### config.mk
export PLATFORM = sky130hd
export DESIGN_NAME = pool_max
export DESIGN_NICKNAME = d
export VERILOG_FILES = /design/src/rtl/cnn_pkg.sv /design/src/rtl/pool_max.sv
export VERILOG_INCLUDE_DIRS = /design/src /design/src/rtl
export SDC_FILE = /design/constraint.sdc
export NUM_CORES = 1
export LEC_CHECK = 0
export BUFFER_PORTS_ARGS = -buffer_cell sky130_fd_sc_hd__buf_2
export CAP_MARGIN = 20
export CORE_MARGIN = 2
export CORE_UTILIZATION = 35
export DETAILED_ROUTE_END_ITERATION = 6
export GPL_ROUTABILITY_DRIVEN = 0
export PLACE_DENSITY_LB_ADDON = 0.12
export SLEW_MARGIN = 10
export SYNTH_ARGS = -nofsm -noshare
export SYNTH_HDL_FRONTEND = slang
export SYNTH_SLANG_ARGS = --single-unit
### constraint.sdc
create_clock -name clk -period 2.71 [get_ports clk]
set_input_delay 0.1355 -clock clk [delete_from_list [all_inputs] [get_ports clk]]
set_output_delay 0.1355 -clock clk [all_outputs]
set_load 0.01 [all_outputs]
### src/rtl/cnn_config.svh
`ifndef CNN_CONFIG_SVH
`define CNN_CONFIG_SVH

// datapath widths
`define CNN_FEATURE_WIDTH 16      // feature, sum, bias and result
`define CNN_SCALER_WIDTH  16      // signed fixed-point scaler
`define CNN_SCALE_SHIFT   8       // fraction bits of the scaler

// geometry
`define CNN_KERNEL_SIZE   3
`define CNN_TN            2       // input channels
`define CNN_TM            2       // output channels
`define CNN_MAX_ROW       32      // widest conv-output row

`define CNN_CONV_LATENCY  8       // select + 4 tree levels + channel sum + scale + bias

`endif
### src/rtl/cnn_pkg.sv
`include "cnn_config.svh"

package cnn_pkg;

    typedef logic signed [`CNN_FEATURE_WIDTH-1:0] feature_t;

    // 01 -> +f, 11 -> -f, 00/10 -> 0
    typedef logic [1:0] weight_t;

    // [channel][row][col]
    typedef feature_t [`CNN_TN-1:0][`CNN_KERNEL_SIZE-1:0][`CNN_KERNEL_SIZE-1:0] window_t;

    // [out channel][in channel][row][col]
    typedef weight_t [`CNN_TM-1:0][`CNN_TN-1:0]
                     [`CNN_KERNEL_SIZE-1:0][`CNN_KERNEL_SIZE-1:0] weight_set_t;

    // one value per output channel
    typedef feature_t [`CNN_TM-1:0] chan_vec_t;

endpackage

### src/rtl/pool_max.sv
`timescale 1ns/100ps
`include "cnn_config.svh"

module pool_max (
    input  logic               clk,
    input  logic               rst_n,
    input  logic               pair_valid_i,
    input  logic               pair_last_col_i,
    input  cnn_pkg::chan_vec_t pair_top_i,
    input  cnn_pkg::chan_vec_t pair_bottom_i,
    output logic               out_valid_o,
    output cnn_pkg::chan_vec_t feature_o
);

    cnn_pkg::chan_vec_t pair_max;
    cnn_pkg::chan_vec_t win_max;
    cnn_pkg::chan_vec_t held_q;                           // max of the first column

    function automatic cnn_pkg::feature_t max_f(cnn_pkg::feature_t a, cnn_pkg::feature_t b);
        max_f = (a > b) ? a : b;                          // signed compare
    endfunction

    always_comb begin
        for (int c = 0; c < `CNN_TM; c++) begin
            pair_max[c] = max_f(pair_top_i[c], pair_bottom_i[c]);
            win_max[c]  = max_f(held_q[c], pair_max[c]);
        end
    end

    always_ff @(posedge clk) begin
        if (pair_valid_i && !pair_last_col_i) begin
            held_q <= pair_max;
        end
        if (pair_valid_i && pair_last_col_i) begin
            feature_o <= win_max;
        end
    end

    always_ff @(posedge clk or negedge rst_n) begin
        if (!rst_n) begin
            out_valid_o <= 1'b0;
        end else begin
            out_valid_o <= pair_valid_i && pair_last_col_i;
        end
    end

endmodule

### After elaboration in Yosys (flattened, before gate mapping)

Cells that the tools add are included.

| word-level totals | value |
|---|---|
| input bits | 68 |
| word-level logic and storage cells | 16 |
| output and inout port bits | 33 |
| register bits after elaboration | 65 |

| cells by class | value |
|---|---|
| reductions and logical operators | 3 |
| order comparisons | 4 |
| multiplexer cells | 4 |

Operators by type and width:

| kind | number |
|---|---|
| > comparator 16 bit | 4 |
| 2-to-1 mux 16 bit | 4 |
| logical AND 1 bit | 2 |
| logical NOT 1 bit | 1 |

### Longest topological paths before layout

| logic depth | value |
|---|---|
| word-level depth | 4 |
| mapped depth | 19 |
| gate-level depth less buffers | 15 |

### Worst setup path before layout

Ideal clock, no wire load.

| timing | value |
|---|---|
| path kind | input-to-reg |
| start | input port pair_bottom_i[29] in the netlist's numbering |
| end | register feature_o[21] in the netlist's numbering, data pin |
| data required time | 2.439 ns |
| arrival | 3.946 ns |
| buffers on the path | 3 |
| setup time | 0.271 ns |
| slack | -1.507 ns |
| stages | 18 |
| path through | inv_1 -> ha_1 -> a21oi_1 -> nor2_1 -> or2_2 -> o311ai_1 -> buf_2 -> nand3_1 -> and2_1 -> ha_1 -> a211o_1 -> o211ai_1 -> a31oi_1 -> nor3_1 -> or2_2 -> clkbuf_1 -> buf_4 -> a31oi_1 |

RTL lines:

| item | line | text |
|---|---|---|
| start, declared | pool_max.sv:10 | `input cnn_pkg::chan_vec_t pair_bottom_i,` |
| end signal, assigned | pool_max.sv:35 | `feature_o <= win_max;` |
| end, declared | pool_max.sv:12 | `output cnn_pkg::chan_vec_t feature_o` |

==> out/qor.csv <==
metric,value,unit
numCtsBuffers,9,
synth_area_leaders,"edfxtp_1, ha_1, inv_1, nor2_1, a221oi_1",
wl_per_cell,19.3,um
yosysTopAreaCell,edfxtp_1,
synth_top_area_frac,0.372,
setup_tns,-28.47,ns
cp.required,2.78,ns
setup_violations,32,
dpl.hpwl,12.2,mm
area_growth,93.8,%
insertion_delay,0.33,ns
viasPerCell,5.57,
hold_class,in -> async,
reg2reg_from,held_q[17],
drive_gt1_frac,0.650,
drv_cap,0,
r2r_slack,0.19,ns
vias,5862,
violations,negative setup slack,
critPathLaunchType,primary input,
power,5.22,mW
first_global_vias,6031,
layout_common_cells,"buf_4, buf_2, edfxtp_1",
relSlewSlack,0.677,
yosys_warnings,0,
wl,20.3,mm
io_buffers,100,
skew,0.00452,ns
period_share,1.38,
initial_core_util,0.357,
grt_use_total,0.239,
pwr-share-seq,0.259,
finalHoldViolations,0,
cts-root-buf,clkbuf_16,
leakage,4.18,nW
synthCells,539,
cp-end-kind,flop,
postSynthAreaPerCell,9.59,um2
die_x,126,um
ant_nets,0,
clock_power_share,0.206,
fp.dieH,126,um
crit_fanout,8,
ir_drop,340,uV
power_density,522,nW/um2
worstPathArrival,3.81,ns
cts_tree,done,
finish.utilization,0.692,
layout_commonest_cell,buf_4,
htreeDepth,3,
drv_slew,0,
synthDistinctLibCells,53,
antenna_found_initial,0,
cts_num_sinks,65,
synthFlopType,edfxtp_1,
rsz0062_at_grt,true,
p_switching,1.92,mW
drt_iter0_markers,424,
synth_edf_count,64,
ys_ff_latch,65,
dieArea,15800,um2
ios,101,
status,"complete, but fails checks",
fp-row-count,44,
n_antenna_cell,0,
rr_worst_depth,7,
cts.clk_slew.worst_paths,0.06,ns
drc_errors,0,
power_switching_share,0.368,
worst_slack,-1.04,ns
ys_async_sr_fraction,0.0154,
fmax,267,MHz
path_class,in -> reg,
period_needed,3.75,ns
timing.hold.ws,0.108,ns
r2r_end,feature_o[16],
syn_area,5170,um2
drt_pre_antenna_iters,5,
grt_max_degree,34,
core-area,14500,um2
synth_nets,671,
gr-total-overflow,0,
internal_power,3.30,mW
cts_max_path_buffers,2,
nets,995,
ys_seq_area_frac,0.377,
worstMarginPinSlew,0.485,ns
comb_power_share,0.534,
grt_pass1_wl,30.6,mm
-- synthesized netlist by cell type, types with 3 or more instances --
| cell type | number |
|---|---|
| edfxtp_1 | 64 |
| ha_1 | 64 |
| inv_1 | 53 |
| nor2_1 | 52 |
| nand2_1 | 23 |
| a21oi_1 | 18 |
| a221oi_1 | 17 |
| a31oi_1 | 17 |
| and2_1 | 17 |
| clkbuf_1 | 17 |
| nand3_1 | 17 |
| nor3_1 | 17 |
| a2111oi_0 | 16 |
| o2111ai_1 | 16 |
| o31ai_1 | 16 |
| nand4_1 | 13 |
| or2_1 | 10 |
| o21ai_0 | 9 |
| or2_2 | 9 |
| a21o_1 | 7 |
| o211ai_1 | 7 |
| o21ai_2 | 7 |
| nor2b_1 | 6 |
| buf_2 | 5 |
| a211o_1 | 3 |
| and3_1 | 3 |
| and4_1 | 3 |
| buf_4 | 3 |
| o21ai_1 | 3 |
-- routing by layer --
| layer | global-route usage | share of wire | up-vias |
|---|---|---|---|
| met5 | 0 | 0 | - |
| met4 | 0.0928 | 0.037 | 0 |
| met3 | 0.0295 | 0.049 | 61 |
| met2 | 0.438 | 0.53 | 228 |
| met1 | 0.283 | 0.39 | 2821 |
| li1 | - | - | 2752 |
-- worst max path at each step --
stage	startpoint	endpoint	depth (start not counted)
finish	pair_bottom_i[26]	feature_o[27]	19
global route	pair_bottom_i[17]	feature_o[16]	21
CTS	pair_bottom_i[1]	feature_o[5]	16
detailed placement	pair_bottom_i[1]	feature_o[13]	16
global placement	pair_bottom_i[1]	feature_o[13]	16
floorplan	pair_bottom_i[26]	feature_o[21]	19
-- cell type report --
class                      instances  area (um2)
multi-input combinational        397        4580
tap                              184         230
fill                            1012        4460
inverter                          53         264
clock inverter                     7        46.3
sequential                        65        1950
clock buffer                       9         225
timing repair buffer             337        2730
-- critical path, stage by stage --
cell,delay [ns]
buf_6,0.11
inv_12,0.03
ha_4,0.24
nand4_1,0.23
or2_4,0.36
a211o_1,0.31
nand4_1,0.16
buf_4,0.14
buf_12,0.15
buf_6,0.11
nand3_4,0.05
and2_4,0.17
ha_4,0.27
o211ai_1,0.20
a2111oi_4,0.47
nor3_4,0.12
buf_6,0.17
nor3_2,0.30
a31oi_4,0.06
-- power by group through the flow --
stage / registers [mW] / clock network [mW] / logic [mW]
floorplan: 1.37 / 0 / 1.06
global placement: 1.35 / 0 / 1.77
detailed placement: 1.36 / 0 / 1.81
CTS: 1.35 / 1.08 / 2.43
global route: 1.36 / 1.13 / 2.97
finish: 1.35 / 1.08 / 2.79
-- logic make-up (layout without fill, tap and decap cells) --
logic type      Yosys count  count (layout)  synth area share
flops                    65              65             0.377
compound gates          151             153             0.224
buf+inv                  82             406            0.0678
fa+ha+maj                64              64             0.155
simple gates            177             180             0.176
-- registers in the layout (all words and copies together) (netlist names) --
signal / cells
held_q: 32
out_valid_o: 1
feature_o: 32
-- timing repair --
action                                  in CTS  in global routing
pin swaps                                  101                 34
gates cloned                                11                  0
buffers inserted                            33                 19
resized for setup                          202                 62
endpoints found under the hold margin        1                  0
hold buffers                                 1                  0
endpoints found under the setup margin      32                 32
-- through the flow --
| step | cells | worst slack, ns | area, um2 |
|---|---|---|---|
| finish | 1052 | -1.04 | 10000 |
| global route | 1052 | -1.11 | 10000 |
| CTS | 1033 | -0.852 | 9510 |
| detailed placement | 974 | -1.46 | 7750 |
| global placement | 974 | -1.42 | 7750 |
| floorplan | 539 | -0.989 | 5850 |
Power figures use the tool's default switching activity.
