==> src/rtl/cnn_config.svh <==
`ifndef CNN_CONFIG_SVH
`define CNN_CONFIG_SVH

// datapath widths
`define CNN_FEATURE_WIDTH 16      // feature, sum, bias and result
`define CNN_SCALER_WIDTH  16      // signed fixed-point scaler
`define CNN_SCALE_SHIFT   8       // fraction bits of the scaler

// geometry
`define CNN_KERNEL_SIZE   3
`define CNN_TN            2       // input channels
`define CNN_TM            2       // output channels
`define CNN_MAX_ROW       32      // widest conv-output row

`define CNN_CONV_LATENCY  8       // select + 4 tree levels + channel sum + scale + bias

`endif
==> src/rtl/cnn_pkg.sv <==
`include "cnn_config.svh"

package cnn_pkg;

    typedef logic signed [`CNN_FEATURE_WIDTH-1:0] feature_t;

    // 01 -> +f, 11 -> -f, 00/10 -> 0
    typedef logic [1:0] weight_t;

    // [channel][row][col]
    typedef feature_t [`CNN_TN-1:0][`CNN_KERNEL_SIZE-1:0][`CNN_KERNEL_SIZE-1:0] window_t;

    // [out channel][in channel][row][col]
    typedef weight_t [`CNN_TM-1:0][`CNN_TN-1:0]
                     [`CNN_KERNEL_SIZE-1:0][`CNN_KERNEL_SIZE-1:0] weight_set_t;

    // one value per output channel
    typedef feature_t [`CNN_TM-1:0] chan_vec_t;

endpackage

==> src/rtl/pool_row_buffer.sv <==
`timescale 1ns/100ps
`include "cnn_config.svh"

module pool_row_buffer (
    input  logic                                 clk,
    input  logic                                 rst_n,
    input  logic                                 conv_valid_i,
    input  cnn_pkg::chan_vec_t                   conv_data_i,
    input  logic [$clog2(`CNN_MAX_ROW+1)-1:0]    row_width_i,
    output logic                                 pair_valid_o,
    output logic                                 pair_last_col_o,
    output cnn_pkg::chan_vec_t                   pair_top_o,
    output cnn_pkg::chan_vec_t                   pair_bottom_o
);

    localparam int COL_W = $clog2(`CNN_MAX_ROW);

    logic [COL_W-1:0]   col_q;
    logic               odd_row_q;
    logic               row_end;
    cnn_pkg::chan_vec_t row_mem [`CNN_MAX_ROW];          // one even row of results

    assign row_end = ({1'b0, col_q} == row_width_i - 1'b1);

    // column counter and row parity
    always_ff @(posedge clk or negedge rst_n) begin
        if (!rst_n) begin
            col_q        <= '0;
            odd_row_q    <= 1'b0;
            pair_valid_o <= 1'b0;
        end else begin
            pair_valid_o <= conv_valid_i && odd_row_q;
            if (conv_valid_i) begin
                if (row_end) begin
                    col_q     <= '0;
                    odd_row_q <= !odd_row_q;
                end else begin
                    col_q <= col_q + 1'b1;
                end
            end
        end
    end

    always_ff @(posedge clk) begin
        if (conv_valid_i && !odd_row_q) begin
            row_mem[col_q] <= conv_data_i;
        end
    end

    // odd row: pair the new result with the one stored above it
    always_ff @(posedge clk) begin
        if (conv_valid_i && odd_row_q) begin
            pair_top_o      <= row_mem[col_q];
            pair_bottom_o   <= conv_data_i;
            pair_last_col_o <= col_q[0];                  // second column of a window
        end
    end

endmodule

==> config.mk <==
export PLATFORM = sky130hd
export DESIGN_NAME = pool_row_buffer
export DESIGN_NICKNAME = d
export VERILOG_FILES = /design/src/rtl/cnn_pkg.sv /design/src/rtl/pool_row_buffer.sv
export VERILOG_INCLUDE_DIRS = /design/src /design/src/rtl
export SDC_FILE = /design/constraint.sdc
export NUM_CORES = 1
export LEC_CHECK = 0
export BUFFER_PORTS_ARGS = -buffer_cell sky130_fd_sc_hd__buf_2
export CAP_MARGIN = 25
export CORE_MARGIN = 8
export CORE_UTILIZATION = 30
export CTS_CLUSTER_DIAMETER = 150
export DETAILED_ROUTE_END_ITERATION = 10
export GPL_ROUTABILITY_DRIVEN = 0
export SKIP_LAST_GASP = 1
export SLEW_MARGIN = 20
export SYNTH_ARGS = -nofsm -noshare
export SYNTH_HDL_FRONTEND = slang
export SYNTH_SLANG_ARGS = --single-unit
==> constraint.sdc <==
create_clock -name clk -period 4.4 [get_ports clk]
set_input_delay 0.22 -clock clk [delete_from_list [all_inputs] [get_ports clk]]
set_output_delay 0.22 -clock clk [all_outputs]
set_load 0.02 [all_outputs]
* Word-level counts from Yosys, hierarchy flattened *
Memories as Yosys holds them, arrays and structs flattened. A register that Yosys moved wholly into a read port is not among the register bits.
Cells that the tools add are included.

word-level totals
  bits in registers = 40
  bits in writable memories = 1024
  output and inout bits = 66
  memories = 1

cells by class
  $add $sub $neg = 2
  equality and inequality tests = 1
  multiplexer cells = 3
  reduce and logical (&&, ||, !) cells = 4

memory list
  name     words  bits a word  rd ports  clocked after Yosys merged registers in  wr ports  RTL line               text
  row_mem  32     32           1         1                                        1         pool_row_buffer.sv:21  cnn_pkg::chan_vec_t row_mem [`CNN_MAX_ROW];

operators with widths
  cell                                                                 count
  5-bit by 6-bit equality test with 1-bit output                       1
  6-bit by 1-bit subtractor with 6-bit output (second input constant)  1
  5-bit by 1-bit adder with 5-bit output (second input constant)       1
  5-bit two-way mux                                                    1
  1-bit logical AND                                                    2
  1-bit two-way mux                                                    2
  2-bit AND reduction                                                  1
  1-bit logical NOT                                                    1

* Longest topological paths before layout *
  word-level depth = 4
  mapped depth = 8
  depth with buffers taken out = 6

* Least setup slack after synthesis *
OpenSTA, ideal clock, no wires.

  path kind = reg2reg
  start = reg col_q[1]
  end = mem row_mem[0][0] in the netlist's numbering (enable)
  library setup time = 0.421 ns
  arrival = 2.788 ns
  required time = 3.979 ns
  path slack = 1.191 ns
  stages on the path, launching flop included = 8
  path buffers = 3
  period minus slack after synthesis = 3.209 ns
  cells stage by stage = dfrtp_1 > clkbuf_1 > clkbuf_1 > buf_1 > inv_1 > ha_1 > nand2_1 > nor2_1

RTL lines
  item                    RTL line               text
  from (decl)             pool_row_buffer.sv:18  logic [COL_W-1:0] col_q;
  from (signal assigned)  pool_row_buffer.sv:38  col_q <= col_q + 1'b1;
  to (decl)               pool_row_buffer.sv:21

No word-level cell before the write port.

* Final worst setup path *
  start = reg col_q[0]
  end = mem row_mem[31][17] in the netlist's numbering (enable)

No word-level cell before the write port.

==> metrics.txt <==
Syn-to-layout area delta=16.74%; DP Cell Count=3573; vias per inst=slightly above 5; WL/cell=26.74 µm; Hold Path Origin=conv_data_i[3]; final WL=101.0 mm; Setup TNS=0 ps; DRT Pass-1 Iters=5; endpoints failing hold=0; DIE AREA=148000 µm²; total clock sinks=1096; initial cell density of the core=a little under a third; VDD IR max=0.3229 mV; vias in the first global route=19830; warnings from Yosys=0; Vias=19030; H-Tree Depth=3; clk buf depth=3; hold worst-path end=pair_bottom_o[3]$_DFFE_PP_; Slew Limit Fails=0; Seq cells post-synth=1096; Critical Path Slowest Stage Cell=nor2_4; Setup crit end kind=flop; Skew-Pair Late Insertion Delay=between 700 and 800 ps; maximum clock frequency=0.3074 GHz; largest net degree at the start of global routing=92; DRC Markers=0; synthesized area=40790 µm²; final hold slack=32.38 ps; Worst slew margin=28.14%; share of cells above drive strength 1=between 30% and 40%; CP required=roughly 4800 ps; non-filler cells, final=~3800; DP Wirelength=approximately 61 mm; clock slew at reported path FFs=60 ps; cells on worst reg2reg path=4; r2r endpoint=row_mem[31][17]$_DFFE_PP_; P_leak=14.50 nW; CP peak stage delay=1000 ps; cts repair resizes=0; post-synthesis sequential area ratio=about four fifths; worst path cell trace=ha_1 -> nand2_1 -> nor2_4 -> buf_4; Setup Skew=39.15 ps; power per cell area=549.3 nW/µm²; unrepaired setup endpoints after global routing=false; Root Buffer=clkbuf_16; Worst Slack Setup Final=approximately 1100 ps; Mapped Cells=1714; syn_area_per_cell=23.80 µm²; pre-CTS setup slack=1139 ps; fill count=about 12000; initial DRC count=2189; antenna-violating nets left=0; CTS Buf Count=111; commonest cells after routing, fill and taps aside=1089 x edfxtp_1, 256 x mux4_2, 128 x a22oi_1; input/output buffers=approximately 110; Final Setup Violations=0; die width=around 380 µm; Final Core Density=35.20%; commonest non-fill, non-tap cell in the layout=edfxtp_1; total global routing overflow=0; WS Path Type=reg -> reg; Distinct cells, synth=35; GRT Overall Usage=13.44%; MaxCap Viol Count=0; Tcrit/Tclk final=73.93%; Critical R2R Launch=col_q[0]$_DFFE_PN0P_; first-pass GRT wire length=144.6 mm; worst hold path depth=1; HP Class=in -> reg; Layout Nets=a little under 2000; status=complete, no violations; R2R Setup Slk=1150 ps; critical path arrival=around 3700 ps; Slew @ Worst Pin=1075 ps; Core Rows=135; die height=between 300 and 400 µm; initial antenna violation count=8; CP Launch Type=flop; CTS tree=built; syn_nets=1760; largest fanout on the critical path=28; core area=135300 µm²; top-level I/O count=107; Final min period=3253 ps
==> stage by stage <==
stage / total power [mW] / instance area (µm²)
after global placement: 17.22 / 43950
after global routing: 27.07 / 47620
after CTS: 26.49 / 47620
after detailed placement: 17.30 / 44030
final: 26.16 / 47620
after floorplan: 15.33 / 40790
==> final cells by class <==
cell class,instances,area [µm²],share of cell area [%]
Inverter,4,15.01,0.03153
Tap cell,1781,2228,4.679
Antenna cell,2,5.005,0.01051
Timing Repair Buffer,177,1176,2.470
Sequential cell,1096,32880,69.05
Multi-Input combinational cell,520,7779,16.33
Clock buffer,131,2874,6.035
Clock inverter,68,660.6,1.387
==> where the power goes <==
part	internal (mW)	total, mW	switching, mW
logic	1.82	4.62	2.80
clock network	5.16	9.19	4.03
registers	12.1	12.3	0.282
total	19.0	26.2	7.11
==> how the worst max path moves through the flow <==
stage	from	cells past startpoint	to
2_1_floorplan	col_q[1]$_DFFE_PN0P_	7	row_mem[0][0]$_DFFE_PP_
3_3_place_gp	col_q[0]$_DFFE_PN0P_	4	pair_top_o[10]$_DFFE_PP_
3_5_place_dp	col_q[0]$_DFFE_PN0P_	4	row_mem[31][17]$_DFFE_PP_
4_1_cts	col_q[0]$_DFFE_PN0P_	4	row_mem[31][17]$_DFFE_PP_
5_1_grt	col_q[0]$_DFFE_PN0P_	4	pair_top_o[10]$_DFFE_PP_
6_report	col_q[0]$_DFFE_PN0P_	4	row_mem[31][17]$_DFFE_PP_
==> cells by family after synthesis <==
group	synth area share, %
compound gates	2.530
xor+xnor	0.1503
fa+ha+maj	0.1534
buf+inv	0.9998
flops	80.59
mux	14.13
simple gates	1.442
==> metal layers <==
layer  GRT usage (%)  vias to the layer above  part of all wire [%]
li1                -                     7820                     -
met1           18.21                    10260                    41
met2           21.97                      818                    49
met3           2.836                      135                   7.7
met4           3.735                        2                   2.5
met5               0                        -                 0.012
==> cell usage after synthesis (all sizes together) <==
library cell	number	share of area, %
a21oi	3	0.037
a22oi	128	2.4
a31o	1	0.021
a31oi	1	0.015
and2	4	0.061
and2b	1	0.018
and3	3	0.046
and3b	3	0.064
buf	35	0.42
clkbuf	59	0.54
dfrtp	7	0.43
edfxtp	1089	80
ha	5	0.15
inv	4	0.037
mux4	256	14
nand2	12	0.11
nand2b	1	0.015
nand3	5	0.061
nand3b	1	0.018
nand4	32	0.49
nor2	39	0.36
nor2b	2	0.049
nor3	1	0.012
nor4	2	0.031
o21a	2	0.037
o21ai	4	0.049
o22ai	1	0.015
or2	3	0.046
or3	2	0.031
or4	1	0.028
xnor2	4	0.086
xor2	3	0.064
==> timing repair <==
item                       4_1_cts  5_1_grt
setup endpoints to repair        0        0
buffers inserted                 0        0
hold buffers                     5        0
hold endpoints to repair        36        0
==> state kept, by name, indices dropped and copies added, names as in the netlist <==
register,cells
pair_valid_o,1
pair_bottom_o,32
pair_last_col_o,1
pair_top_o,32
odd_row_q,1
col_q,5
row_mem,1024
==> worst max-delay path, delay by kind of cell, from the launching register on <==
family                   cells  cell delay [ps]
buffers and inverters        1              330
adder cells (fa/ha/maj)      1              320
AND/OR/NAND/NOR              2             1440
flip-flops                   1              810
No activity file was read; power rests on OpenSTA's default activity.
